### src/ma_pkg.sv
package ma_pkg;

    ////////////////////////////////////////
    // widths that carry a meaning
    ////////////////////////////////////////
    typedef logic [31:0] word_t;      // data or address word
    typedef logic [4:0]  reg_addr_t;  // register file address
    typedef logic [2:0]  wb_ctrl_t;   // write back control, carried through
    typedef logic [1:0]  ma_ctrl_t;   // memory access control
    typedef logic [4:0]  vic_index_t; // config register select
    typedef logic [3:0]  vic_data_t;  // config register value
    typedef logic [1:0]  credit_t;    // dcache credit count, 0..2

    // access codes on i_ma_ma
    localparam ma_ctrl_t MA_NONE  = 2'b00;
    localparam ma_ctrl_t MA_LOAD  = 2'b01;
    localparam ma_ctrl_t MA_STORE = 2'b10;

    // credits held by the stage after reset
    localparam credit_t DC_CREDITS = 2'd2;

    // top address nibble mapping onto the vic bank
    localparam logic [3:0] VIC_NIBBLE = 4'hF;

    ////////////////////////////////////////
    // access fsm
    ////////////////////////////////////////
    typedef enum logic [1:0] {
        ST_IDLE,        // new instruction, may issue at once
        ST_WAIT_CREDIT, // cache access blocked on credit
        ST_WAIT_RSP     // load issued, waiting for data
    } ma_state_t;

endpackage

### src/ma_credit_counter.sv
`timescale 1ns/10ps

module ma_credit_counter (
    input  logic            clk,
    input  logic            i_reset,
    input  logic            i_take,       // request issued this cycle
    input  logic            i_give,       // credit returned by the cache
    output ma_pkg::credit_t o_credits,
    output logic            o_has_credit
);

    ma_pkg::credit_t count;

    // up/down, saturating at both ends
    always_ff @(posedge clk) begin
        if (i_reset) begin
            count <= ma_pkg::DC_CREDITS; // cache starts with full buffer space
        end else begin
            if (i_take && !i_give) begin
                if (count != '0) begin
                    count <= count - 1'b1;
                end
            end else if (i_give && !i_take) begin
                if (count != ma_pkg::DC_CREDITS) begin
                    count <= count + 1'b1; // never above the limit
                end
            end
            // take and give together, count unchanged
        end
    end

    assign o_credits    = count;
    assign o_has_credit = (count != '0);

endmodule

### src/ma_access_fsm.sv
`timescale 1ns/10ps

module ma_access_fsm (
    input  logic             clk,
    input  logic             i_reset,
    input  ma_pkg::ma_ctrl_t i_ma_ma,      // access kind from ex
    input  logic             i_is_vic,     // address hits the vic bank
    input  logic             i_stall,      // hazard unit hold
    input  logic             i_has_credit,
    input  logic             i_rsp_valid,  // load data back from cache
    output logic             o_req_valid,  // also the credit take
    output logic             o_req_we,
    output logic             o_miss
);

    ma_pkg::ma_state_t state;
    ma_pkg::ma_state_t state_nxt;
    logic              is_load;
    logic              is_store;
    logic              cache_acc;

    assign is_load   = (i_ma_ma == ma_pkg::MA_LOAD);
    assign is_store  = (i_ma_ma == ma_pkg::MA_STORE);
    assign cache_acc = (is_load || is_store) && !i_is_vic; // vic goes around the cache

    always_ff @(posedge clk) begin
        if (i_reset) begin
            state <= ma_pkg::ST_IDLE;
        end else begin
            state <= state_nxt;
        end
    end

    ////////////////////////////////////////
    // next state, request and miss
    ////////////////////////////////////////
    always_comb begin
        state_nxt   = state;
        o_req_valid = 1'b0;
        o_miss      = 1'b0;
        case (state)
            ma_pkg::ST_IDLE: begin
                if (cache_acc) begin
                    if (!i_has_credit) begin
                        o_miss = 1'b1; // blocked, wait for cache space
                        if (!i_stall) begin
                            state_nxt = ma_pkg::ST_WAIT_CREDIT;
                        end
                    end else begin
                        o_miss = is_load; // a store is done on issue
                        if (!i_stall) begin
                            o_req_valid = 1'b1; // no new access under stall
                            if (is_load) begin
                                state_nxt = ma_pkg::ST_WAIT_RSP;
                            end
                        end
                    end
                end
            end
            ma_pkg::ST_WAIT_CREDIT: begin
                o_miss = 1'b1;
                if (i_has_credit && !i_stall) begin // held off while stalled
                    o_req_valid = 1'b1;
                    if (is_store) begin
                        o_miss    = 1'b0; // store completes here
                        state_nxt = ma_pkg::ST_IDLE;
                    end else begin
                        state_nxt = ma_pkg::ST_WAIT_RSP;
                    end
                end
            end
            ma_pkg::ST_WAIT_RSP: begin
                o_miss = !i_rsp_valid; // low in the cycle carrying the data
                if (i_rsp_valid) begin
                    state_nxt = ma_pkg::ST_IDLE;
                end
            end
            default: state_nxt = ma_pkg::ST_IDLE;
        endcase
    end

    assign o_req_we = o_req_valid && is_store;

endmodule

### src/ma_vic_regs.sv
`timescale 1ns/10ps

module ma_vic_regs (
    input  logic               clk,
    input  logic               i_reset,
    input  logic               i_we,
    input  ma_pkg::vic_index_t i_index,
    input  ma_pkg::vic_data_t  i_data,
    output ma_pkg::vic_data_t  o_data
);

    localparam int NUM_REGS = 32; // one per interrupt line

    ma_pkg::vic_data_t regs [NUM_REGS];

    ////////////////////////////////////////
    // write port
    ////////////////////////////////////////
    always_ff @(posedge clk) begin
        if (i_reset) begin
            for (int i = 0; i < NUM_REGS; i++) begin
                regs[i] <= '0; // all lines unconfigured
            end
        end else if (i_we) begin
            regs[i_index] <= i_data;
        end
    end

    // read port, same cycle
    assign o_data = regs[i_index];

endmodule

### src/ma_datapath.sv
`timescale 1ns/10ps

module ma_datapath (
    input  logic               clk,
    input  logic               i_reset,
    input  ma_pkg::wb_ctrl_t   i_ma_wb,
    input  ma_pkg::ma_ctrl_t   i_ma_ma,
    input  ma_pkg::word_t      i_ma_alu_rslt, // effective address
    input  ma_pkg::word_t      i_ma_rs2_val,
    input  ma_pkg::word_t      i_ma_pc,
    input  ma_pkg::word_t      i_ma_mux_wb,   // forwarded wb result
    input  ma_pkg::reg_addr_t  i_ma_rdst,
    input  logic               i_op1_mems,    // forward wb into store data
    input  logic               i_stall,
    input  logic               i_miss,
    input  ma_pkg::word_t      i_rsp_data,
    input  ma_pkg::vic_data_t  i_vic_rdata,
    output logic               o_is_vic,
    output logic               o_vic_we,
    output ma_pkg::vic_index_t o_vic_index,
    output ma_pkg::vic_data_t  o_vic_wdata,
    output ma_pkg::word_t      o_req_addr,
    output ma_pkg::word_t      o_req_wdata,
    output ma_pkg::word_t      o_ma_pc,
    output ma_pkg::word_t      o_ma_alu_rslt,
    output ma_pkg::word_t      o_ma_mem_out,
    output ma_pkg::reg_addr_t  o_ma_rdst,
    output ma_pkg::wb_ctrl_t   o_ma_wb
);

    ma_pkg::word_t store_data;
    ma_pkg::word_t load_data;

    ////////////////////////////////////////
    // store data and address decode
    ////////////////////////////////////////
    assign store_data = i_op1_mems ? i_ma_mux_wb : i_ma_rs2_val;

    assign o_is_vic    = (i_ma_alu_rslt[31:28] == ma_pkg::VIC_NIBBLE);
    assign o_vic_index = i_ma_alu_rslt[6:2]; // word addressed bank
    assign o_vic_wdata = store_data[3:0];
    assign o_vic_we    = o_is_vic && (i_ma_ma == ma_pkg::MA_STORE) && !i_stall;

    assign o_req_addr  = i_ma_alu_rslt;
    assign o_req_wdata = store_data;

    // load result, zero when nothing is read
    always_comb begin
        load_data = '0;
        if (i_ma_ma == ma_pkg::MA_LOAD) begin
            if (o_is_vic) begin
                load_data = {28'd0, i_vic_rdata}; // zero extend config value
            end else begin
                load_data = i_rsp_data;
            end
        end
    end

    ////////////////////////////////////////
    // ma/wb pipeline register
    ////////////////////////////////////////
    always_ff @(posedge clk) begin
        if (i_reset) begin
            o_ma_pc       <= '0;
            o_ma_rdst     <= '0;
            o_ma_alu_rslt <= '0;
            o_ma_mem_out  <= '0;
            o_ma_wb       <= '0;
        end else if (!i_stall) begin // hold under stall
            o_ma_pc       <= i_ma_pc;
            o_ma_rdst     <= i_ma_rdst;
            o_ma_alu_rslt <= i_ma_alu_rslt;
            o_ma_mem_out  <= load_data;
            o_ma_wb       <= i_miss ? '0 : i_ma_wb; // bubble while waiting
        end
    end

endmodule

### src/stage_ma.sv
`timescale 1ns/10ps

module stage_ma (
    input  logic              clk,
    input  logic              i_reset,
    // from execute
    input  ma_pkg::wb_ctrl_t  i_ma_wb,
    input  ma_pkg::ma_ctrl_t  i_ma_ma,
    input  ma_pkg::word_t     i_ma_alu_rslt,
    input  ma_pkg::word_t     i_ma_rs2_val,
    input  ma_pkg::word_t     i_ma_pc,
    input  ma_pkg::reg_addr_t i_ma_rdst,
    input  ma_pkg::word_t     i_ma_mux_wb,
    input  logic              i_op1_mems,
    input  logic              i_ma_stall,
    // dcache channel
    output logic              o_dc_req_valid,
    output logic              o_dc_req_we,
    output ma_pkg::word_t     o_dc_req_addr,
    output ma_pkg::word_t     o_dc_req_wdata,
    input  logic              i_dc_rsp_valid,
    input  ma_pkg::word_t     i_dc_rsp_data,
    input  logic              i_dc_credit,
    // to hazard unit and write back
    output logic              o_miss,
    output ma_pkg::word_t     o_ma_pc,
    output ma_pkg::reg_addr_t o_ma_rdst,
    output ma_pkg::word_t     o_ma_alu_rslt,
    output ma_pkg::wb_ctrl_t  o_ma_wb,
    output ma_pkg::word_t     o_ma_mem_out
);

    logic               has_credit;
    logic               is_vic;
    logic               vic_we;
    ma_pkg::vic_index_t vic_index;
    ma_pkg::vic_data_t  vic_wdata;
    ma_pkg::vic_data_t  vic_rdata;

    ////////////////////////////////////////
    // flow control and sequencing
    ////////////////////////////////////////
    ma_credit_counter u_credit (
        .clk          (clk),
        .i_reset      (i_reset),
        .i_take       (o_dc_req_valid), // one credit per request
        .i_give       (i_dc_credit),
        .o_credits    (),
        .o_has_credit (has_credit)
    );

    ma_access_fsm u_fsm (
        .clk          (clk),
        .i_reset      (i_reset),
        .i_ma_ma      (i_ma_ma),
        .i_is_vic     (is_vic),
        .i_stall      (i_ma_stall),
        .i_has_credit (has_credit),
        .i_rsp_valid  (i_dc_rsp_valid),
        .o_req_valid  (o_dc_req_valid),
        .o_req_we     (o_dc_req_we),
        .o_miss       (o_miss)
    );

    ma_vic_regs u_vic (
        .clk     (clk),
        .i_reset (i_reset),
        .i_we    (vic_we),
        .i_index (vic_index),
        .i_data  (vic_wdata),
        .o_data  (vic_rdata)
    );

    ////////////////////////////////////////
    // data side and ma/wb register
    ////////////////////////////////////////
    ma_datapath u_dp (
        .clk           (clk),
        .i_reset       (i_reset),
        .i_ma_wb       (i_ma_wb),
        .i_ma_ma       (i_ma_ma),
        .i_ma_alu_rslt (i_ma_alu_rslt),
        .i_ma_rs2_val  (i_ma_rs2_val),
        .i_ma_pc       (i_ma_pc),
        .i_ma_mux_wb   (i_ma_mux_wb),
        .i_ma_rdst     (i_ma_rdst),
        .i_op1_mems    (i_op1_mems),
        .i_stall       (i_ma_stall),
        .i_miss        (o_miss),
        .i_rsp_data    (i_dc_rsp_data),
        .i_vic_rdata   (vic_rdata),
        .o_is_vic      (is_vic),
        .o_vic_we      (vic_we),
        .o_vic_index   (vic_index),
        .o_vic_wdata   (vic_wdata),
        .o_req_addr    (o_dc_req_addr),
        .o_req_wdata   (o_dc_req_wdata),
        .o_ma_pc       (o_ma_pc),
        .o_ma_alu_rslt (o_ma_alu_rslt),
        .o_ma_mem_out  (o_ma_mem_out),
        .o_ma_rdst     (o_ma_rdst),
        .o_ma_wb       (o_ma_wb)
    );

endmodule

### config.mk
export PLATFORM = sky130hd
export DESIGN_NAME = stage_ma
export DESIGN_NICKNAME = d
export VERILOG_FILES = /design/src/ma_pkg.sv /design/src/ma_credit_counter.sv /design/src/ma_access_fsm.sv /design/src/ma_vic_regs.sv /design/src/ma_datapath.sv /design/src/stage_ma.sv
export SDC_FILE = /design/constraint.sdc
export NUM_CORES = 1
export LEC_CHECK = 0
export BUFFER_PORTS_ARGS = -buffer_cell sky130_fd_sc_hd__buf_2
export CAP_MARGIN = 20
export CORE_MARGIN = 2
export CORE_UTILIZATION = 35
export CTS_BUF_LIST = sky130_fd_sc_hd__clkbuf_4 sky130_fd_sc_hd__clkbuf_8
export CTS_CLUSTER_DIAMETER = 150
export DETAILED_ROUTE_END_ITERATION = 6
export GPL_TIMING_DRIVEN = 1
export PLACE_DENSITY_LB_ADDON = 0.3
export SLEW_MARGIN = 20
export SYNTH_ARGS = -nofsm -noshare
export SYNTH_HDL_FRONTEND = slang
export SYNTH_SLANG_ARGS = --single-unit
### constraint.sdc
create_clock -name clk -period 7.4 [get_ports clk]
set_input_delay 1.85 -clock clk [delete_from_list [all_inputs] [get_ports clk]]
set_output_delay 1.85 -clock clk [all_outputs]
set_load 0.05 [all_outputs]
* Word level (Yosys, flattened, before mapping)
Memory sizes are Yosys's and may differ from the RTL's. Cells that the tools add are included.
Word-level totals: logic and storage cells 77, memory bits (writable) 128, memories kept 1, output and inout port bits 171, flip-flop bits (word level) 108
Memories:
- u_vic.regs | depth 32, width 4, read ports 1, clocked after memory_dff 0, wr ports 32, line ma_vic_regs.sv:14 | ma_pkg::vic_data_t regs [NUM_REGS];
Operators by class: equal/unequal tests 12, add/sub/neg operators 2, reductions and logical operators 20, multiplexer cells 35
Operators with widths (count):
- two-way mux 32 bit | 3
- two-way mux 2 bit | 12
- two-way mux 1 bit | 14
- logical AND 1 bit | 7
- inequality test 2 x 1 -> 1 bit (second input constant) | 3
- inequality test 2 bit (second input constant) | 3
- one-hot mux 2 bit (3 select lines) | 1
- nonzero test 2 bit | 3
- zero test 1 bit | 5
- two-way mux 5 bit | 1
- AND reduction 5 bit | 1
- equality test 2 x 1 -> 1 bit (second input constant) | 2
- equality test 2 bit (second input constant) | 2
- equality test 4 bit (second input constant) | 1
- two-way mux 4 bit | 1
- OR reduction 4 bit | 1
- two-way mux 3 bit | 1
- inequality test 3 bit (second input constant) | 1
- one-hot mux 1 bit (3 select lines) | 1
- AND reduction 3 bit | 1
- adder 2 x 1 -> 2 bit (second input constant) | 1
- zero test 2 bit | 1
- one-hot mux 1 bit (2 select lines) | 1
- subtractor 2 x 1 -> 2 bit (second input constant) | 1
- logical OR 1 bit | 1

* Logic depth before layout (Yosys ltp)
depth after elaboration 9, gate-level depth with buffers 8, gate-level depth less buffers 7

* Modules after synthesis
From an unflattened synthesis, not the netlist that was laid out.
Unflattened totals: cells, all modules 962, area total of the unflattened synthesis 11046.8 sq um
Modules (own cells, without submodules):
- ma_vic_regs | area an instance 6326.1 sq um, cells an instance 491, times used 1, sequential area each 3843.7 sq um
- ma_datapath | area an instance 4386.7 sq um, cells an instance 430, times used 1, sequential area each 2082.0 sq um
- ma_access_fsm | area an instance 217.7 sq um, cells an instance 28, times used 1, sequential area each 40.0 sq um
- ma_credit_counter | area an instance 116.4 sq um, cells an instance 13, times used 1, sequential area each 40.0 sq um

* Least setup slack after synthesis
Ideal clock, no wire load.
kind input to output, start point input port i_ma_ma[0], end point output port o_dc_req_we, data required time 5550 ps, path slack 2058 ps, stages on the path 6, buffers on the path 0, data arrival time 3492 ps, cells stage by stage inv_1 ha_1 a41oi_1 o211ai_1 inv_1 and2_1
Between the ends: cells in the longest elaborated chain, start to end 6, elaborated cells between the ends (all ways) 7
Ends and longest elaborated chain:
- start: declaration | line stage_ma.sv:8 | input ma_pkg::ma_ctrl_t i_ma_ma,
- equality test 2 x 1 -> 1 bit / equality test 2 bit (equally long branches) | line ma_access_fsm.sv:22, ma_access_fsm.sv:23
- logical OR 1 bit * | line ma_access_fsm.sv:24 | assign cache_acc = (is_load || is_store) && !i_is_vic;
- logical AND 1 bit * | line ma_access_fsm.sv:24
- two-way mux 1 bit * | line ma_access_fsm.sv:43 | if (cache_acc) begin
- one-hot mux 1 bit (2 select lines) * | line ma_access_fsm.sv:41 | case (state)
- named net o_dc_req_valid | line stage_ma.sv:17 | output logic o_dc_req_valid,
- logical AND 1 bit * | line ma_access_fsm.sv:82 | assign o_req_we = o_req_valid && is_store;
- end: declaration | line stage_ma.sv:18 | output logic o_dc_req_we,
Mark *: on every way through the listed nets, which the timed path passes. The rest lies on a longest branch.

* Worst setup path in the final report
start point input port i_op1_mems, end point output port o_dc_req_wdata[1]
Between the ends: cells in the longest elaborated chain, start to end 1
Ends and longest elaborated chain:
- start: declaration | line stage_ma.sv:14 | input logic i_op1_mems,
- two-way mux 32 bit | line ma_datapath.sv:37 | assign store_data = i_op1_mems ? i_ma_mux_wb : i_ma_rs2_val;
- end: declaration | line stage_ma.sv:20 | output ma_pkg::word_t o_dc_req_wdata,
No other way between the ends.

==> results.json <==
{
  "status": "completed",
  "setup_violations": 0,
  "io_buffer_count": 346,
  "vias_per_cell": 4.93,
  "drive_above_1_share_pct": 36.8,
  "crit_start": "i_op1_mems",
  "dp_cells": 1587,
  "vias": 8192,
  "r2r_slack_ns": 5.60,
  "crit_path_end_kind": "output pin",
  "use_met3_pct": 3.38,
  "postCtsSetupBuffers": 0,
  "setup_ws_ns": 2.03,
  "initial_core_util_pct": 35.6,
  "relSlewSlack_pct": 31.3,
  "final_common_cell": "buf_2",
  "overflow": 0,
  "die_area_um2": 31500,
  "cts_buffers": 41,
  "power.leakage_uw": 0.00582,
  "synth_cell_types": 56,
  "hold_viol": 0,
  "rsz0062_at_grt": "no",
  "fin_setup_tns_ns": 0,
  "layout_common_cells": "buf_2 (344), nor2_1 (239), edfxtp_1 (128)",
  "tightest_slew_ns": 1.03,
  "grt_pass1_vias": 7665,
  "grt.total_usage_pct": 17.5,
  "grt_max_degree": 93,
  "syn_inst": 941,
  "clock_latency_ns": 0.54,
  "cp-start-kind": "input pin",
  "fin_crit_ns": 5.37,
  "final_cells": 1662,
  "cap_violations": 0,
  "path_clk_slew_ns": 0.06,
  "ff2ff_path_depth": 4,
  "synth.avg_cell_area_um2": 11.2,
  "num-nets-final": 1418,
  "synthFlopType": "edfxtp_1",
  "cts_max_level": 2,
  "cts_buffer_depth": 3,
  "synth_edf_count": 128,
  "die_y_um": 178,
  "async_flop_share_pct": 0,
  "max_freq_mhz": 186,
  "synth-seq-area-share_pct": 56.9,
  "wire_per_inst_um": 17.6,
  "place.gp.congestion": 0.840,
  "num_rows": 63,
  "grt.busiest_layer": "met2",
  "dr.pass1.iters": 5,
  "pin_count": 347,
  "wirelength_mm": 29.3,
  "drtAntennaViolNets": 0,
  "drv_slew": 0,
  "clkSinkCount": 236,
  "synth-seq-cells": 236,
  "synth_nets": 1119,
  "path_class": "input pin to output pin",
  "min_path_type": "flip-flop to flip-flop",
  "cp.arrival_ns": 3.52,
  "coreArea_um2": 29600,
  "power_density_nw_per_um2": 240,
  "cts_resized": 0,
  "die-width_um": 178,
  "fin_skew_ns": 0.0224,
  "endpoint": "o_dc_req_wdata[1]",
  "vdd_drop_max_uv": 110,
  "num_antenna_cells": 0,
  "grt_util_met2_pct": 31.1,
  "grt_pass1_wl_mm": 42.5,
  "area_growth_pct": 24.6,
  "preCtsSetupSlack_ns": 2.01,
  "antenna_found_initial": 0,
  "required_ns": 5.55,
  "first_iter_violations": 490,
  "cts_tree": "built",
  "dp_hpwl_mm": 20.8,
  "post-route-period-util_pct": 72.6,
  "crit_fanout": 33,
  "hold_buffers": 0,
  "whs_ns": 0.449,
  "r2r_end": "u_dp.o_ma_mem_out[3]",
  "cts-root-buf": "clkbuf_8",
  "syn_area_um2": 10600,
  "route.detailed.drc": 0,
  "r2r_start": "u_vic.regs[10][3]",
  "grt_util_met1_pct": 20.6,
  "ys.warnings.count": 0
}
-- through the flow --
stage                     power [uW]  cell area [um2]  util [%]
after global routing            3280            13100      44.4
after detailed placement        2010            12300      41.6
after floorplan                 1870            10600         -
final                           3150            13100      44.4
after global placement          2000            12300      41.6
after CTS                       3190            13100      44.3
-- kinds of logic after synthesis --
kind of cell	count (synthesis)	synth area share [%]
AO/OA/AOI/OAI	86	5.81
multiplexers	154	16.5
XOR/XNOR	1	0.0830
AND/OR/NAND/NOR	354	14.8
buffers and inverters	108	5.67
adder cells (fa/ha/maj)	2	0.237
flip-flops	236	56.9
-- critical path, stage by stage --
cell	delay, ns
buf_2	0.61
mux2i_4	0.33
buf_4	0.42
inv_1	0.07
buf_2	0.22
-- state kept, by name, indices dropped and copies added (netlist names) --
signal,flops
u_credit.o_credits,2
u_dp.o_ma_alu_rslt,32
u_dp.o_ma_mem_out,32
u_dp.o_ma_pc,32
u_dp.o_ma_rdst,5
u_dp.o_ma_wb,3
u_fsm.state,2
u_vic.regs,128
-- synth_stat cells (all sizes together), types with 3 or more instances --
| master | count | area [um2] |
|---|---|---|
| nor2 | 240 | 903 |
| edfxtp | 128 | 3840 |
| mux2i | 114 | 1140 |
| dfxtp | 108 | 2160 |
| buf | 65 | 437 |
| nand2 | 41 | 154 |
| nand2b | 36 | 225 |
| clkbuf | 32 | 120 |
| a22oi | 28 | 210 |
| mux2 | 28 | 315 |
| o22ai | 13 | 87.6 |
| mux4 | 12 | 285 |
| inv | 11 | 41.3 |
| o21ai | 10 | 50.1 |
| a21oi | 7 | 35.0 |
| a211oi | 5 | 37.5 |
| a221oi | 5 | 50.0 |
| nor3 | 5 | 25.0 |
| nor4 | 5 | 31.3 |
| a31oi | 4 | 25.0 |
| and2 | 4 | 25.0 |
| a21o | 3 | 22.5 |
| nand3 | 3 | 15.0 |
| nand4b | 3 | 26.3 |
| nand4bb | 3 | 33.8 |
| nor3b | 3 | 27.5 |
-- worst min-delay path by stage --
| stage | start | endpoint | slack (ns) | cells after the start |
|---|---|---|---|---|
| 4_1_cts | u_dp.o_ma_mem_out[3] | u_dp.o_ma_mem_out[3] | 0.46 | 1 |
| 5_1_grt | u_dp.o_ma_mem_out[3] | u_dp.o_ma_mem_out[3] | 0.47 | 1 |
| 2_1_floorplan | u_fsm.state[1] | u_fsm.state[0] | 0.48 | 1 |
| 3_3_place_gp | u_dp.o_ma_mem_out[1] | u_dp.o_ma_mem_out[1] | 0.43 | 1 |
| 6_report | u_dp.o_ma_mem_out[3] | u_dp.o_ma_mem_out[3] | 0.45 | 1 |
| 3_5_place_dp | u_dp.o_ma_mem_out[3] | u_dp.o_ma_mem_out[3] | 0.44 | 1 |
-- layout make-up --
class                           count  area (um2)
Fill cell                        2873       16500
Timing Repair Buffer              353        1790
Clock inverter                     13        68.8
Inverter                           11        41.3
Sequential cell                   236        6010
Tap cell                          390         488
Multi-Input combinational cell    597        4000
Clock buffer                       62         753
-- metal layers --
layer  routed length [um]  share of wire [%]
met5                    0                  0
met4                  933                3.2
met3                 2170                7.4
met2                14700                 50
met1                11500                 39
-- report_power, final --
| group | internal, uW | leakage, uW | switching, uW |
|---|---|---|---|
| combinational | 152 | 0.00328 | 356 |
| sequential | 1440 | 0.00210 | 27.2 |
| clock | 652 | 0.000436 | 522 |
No activity file was read; power rests on OpenSTA's default activity.
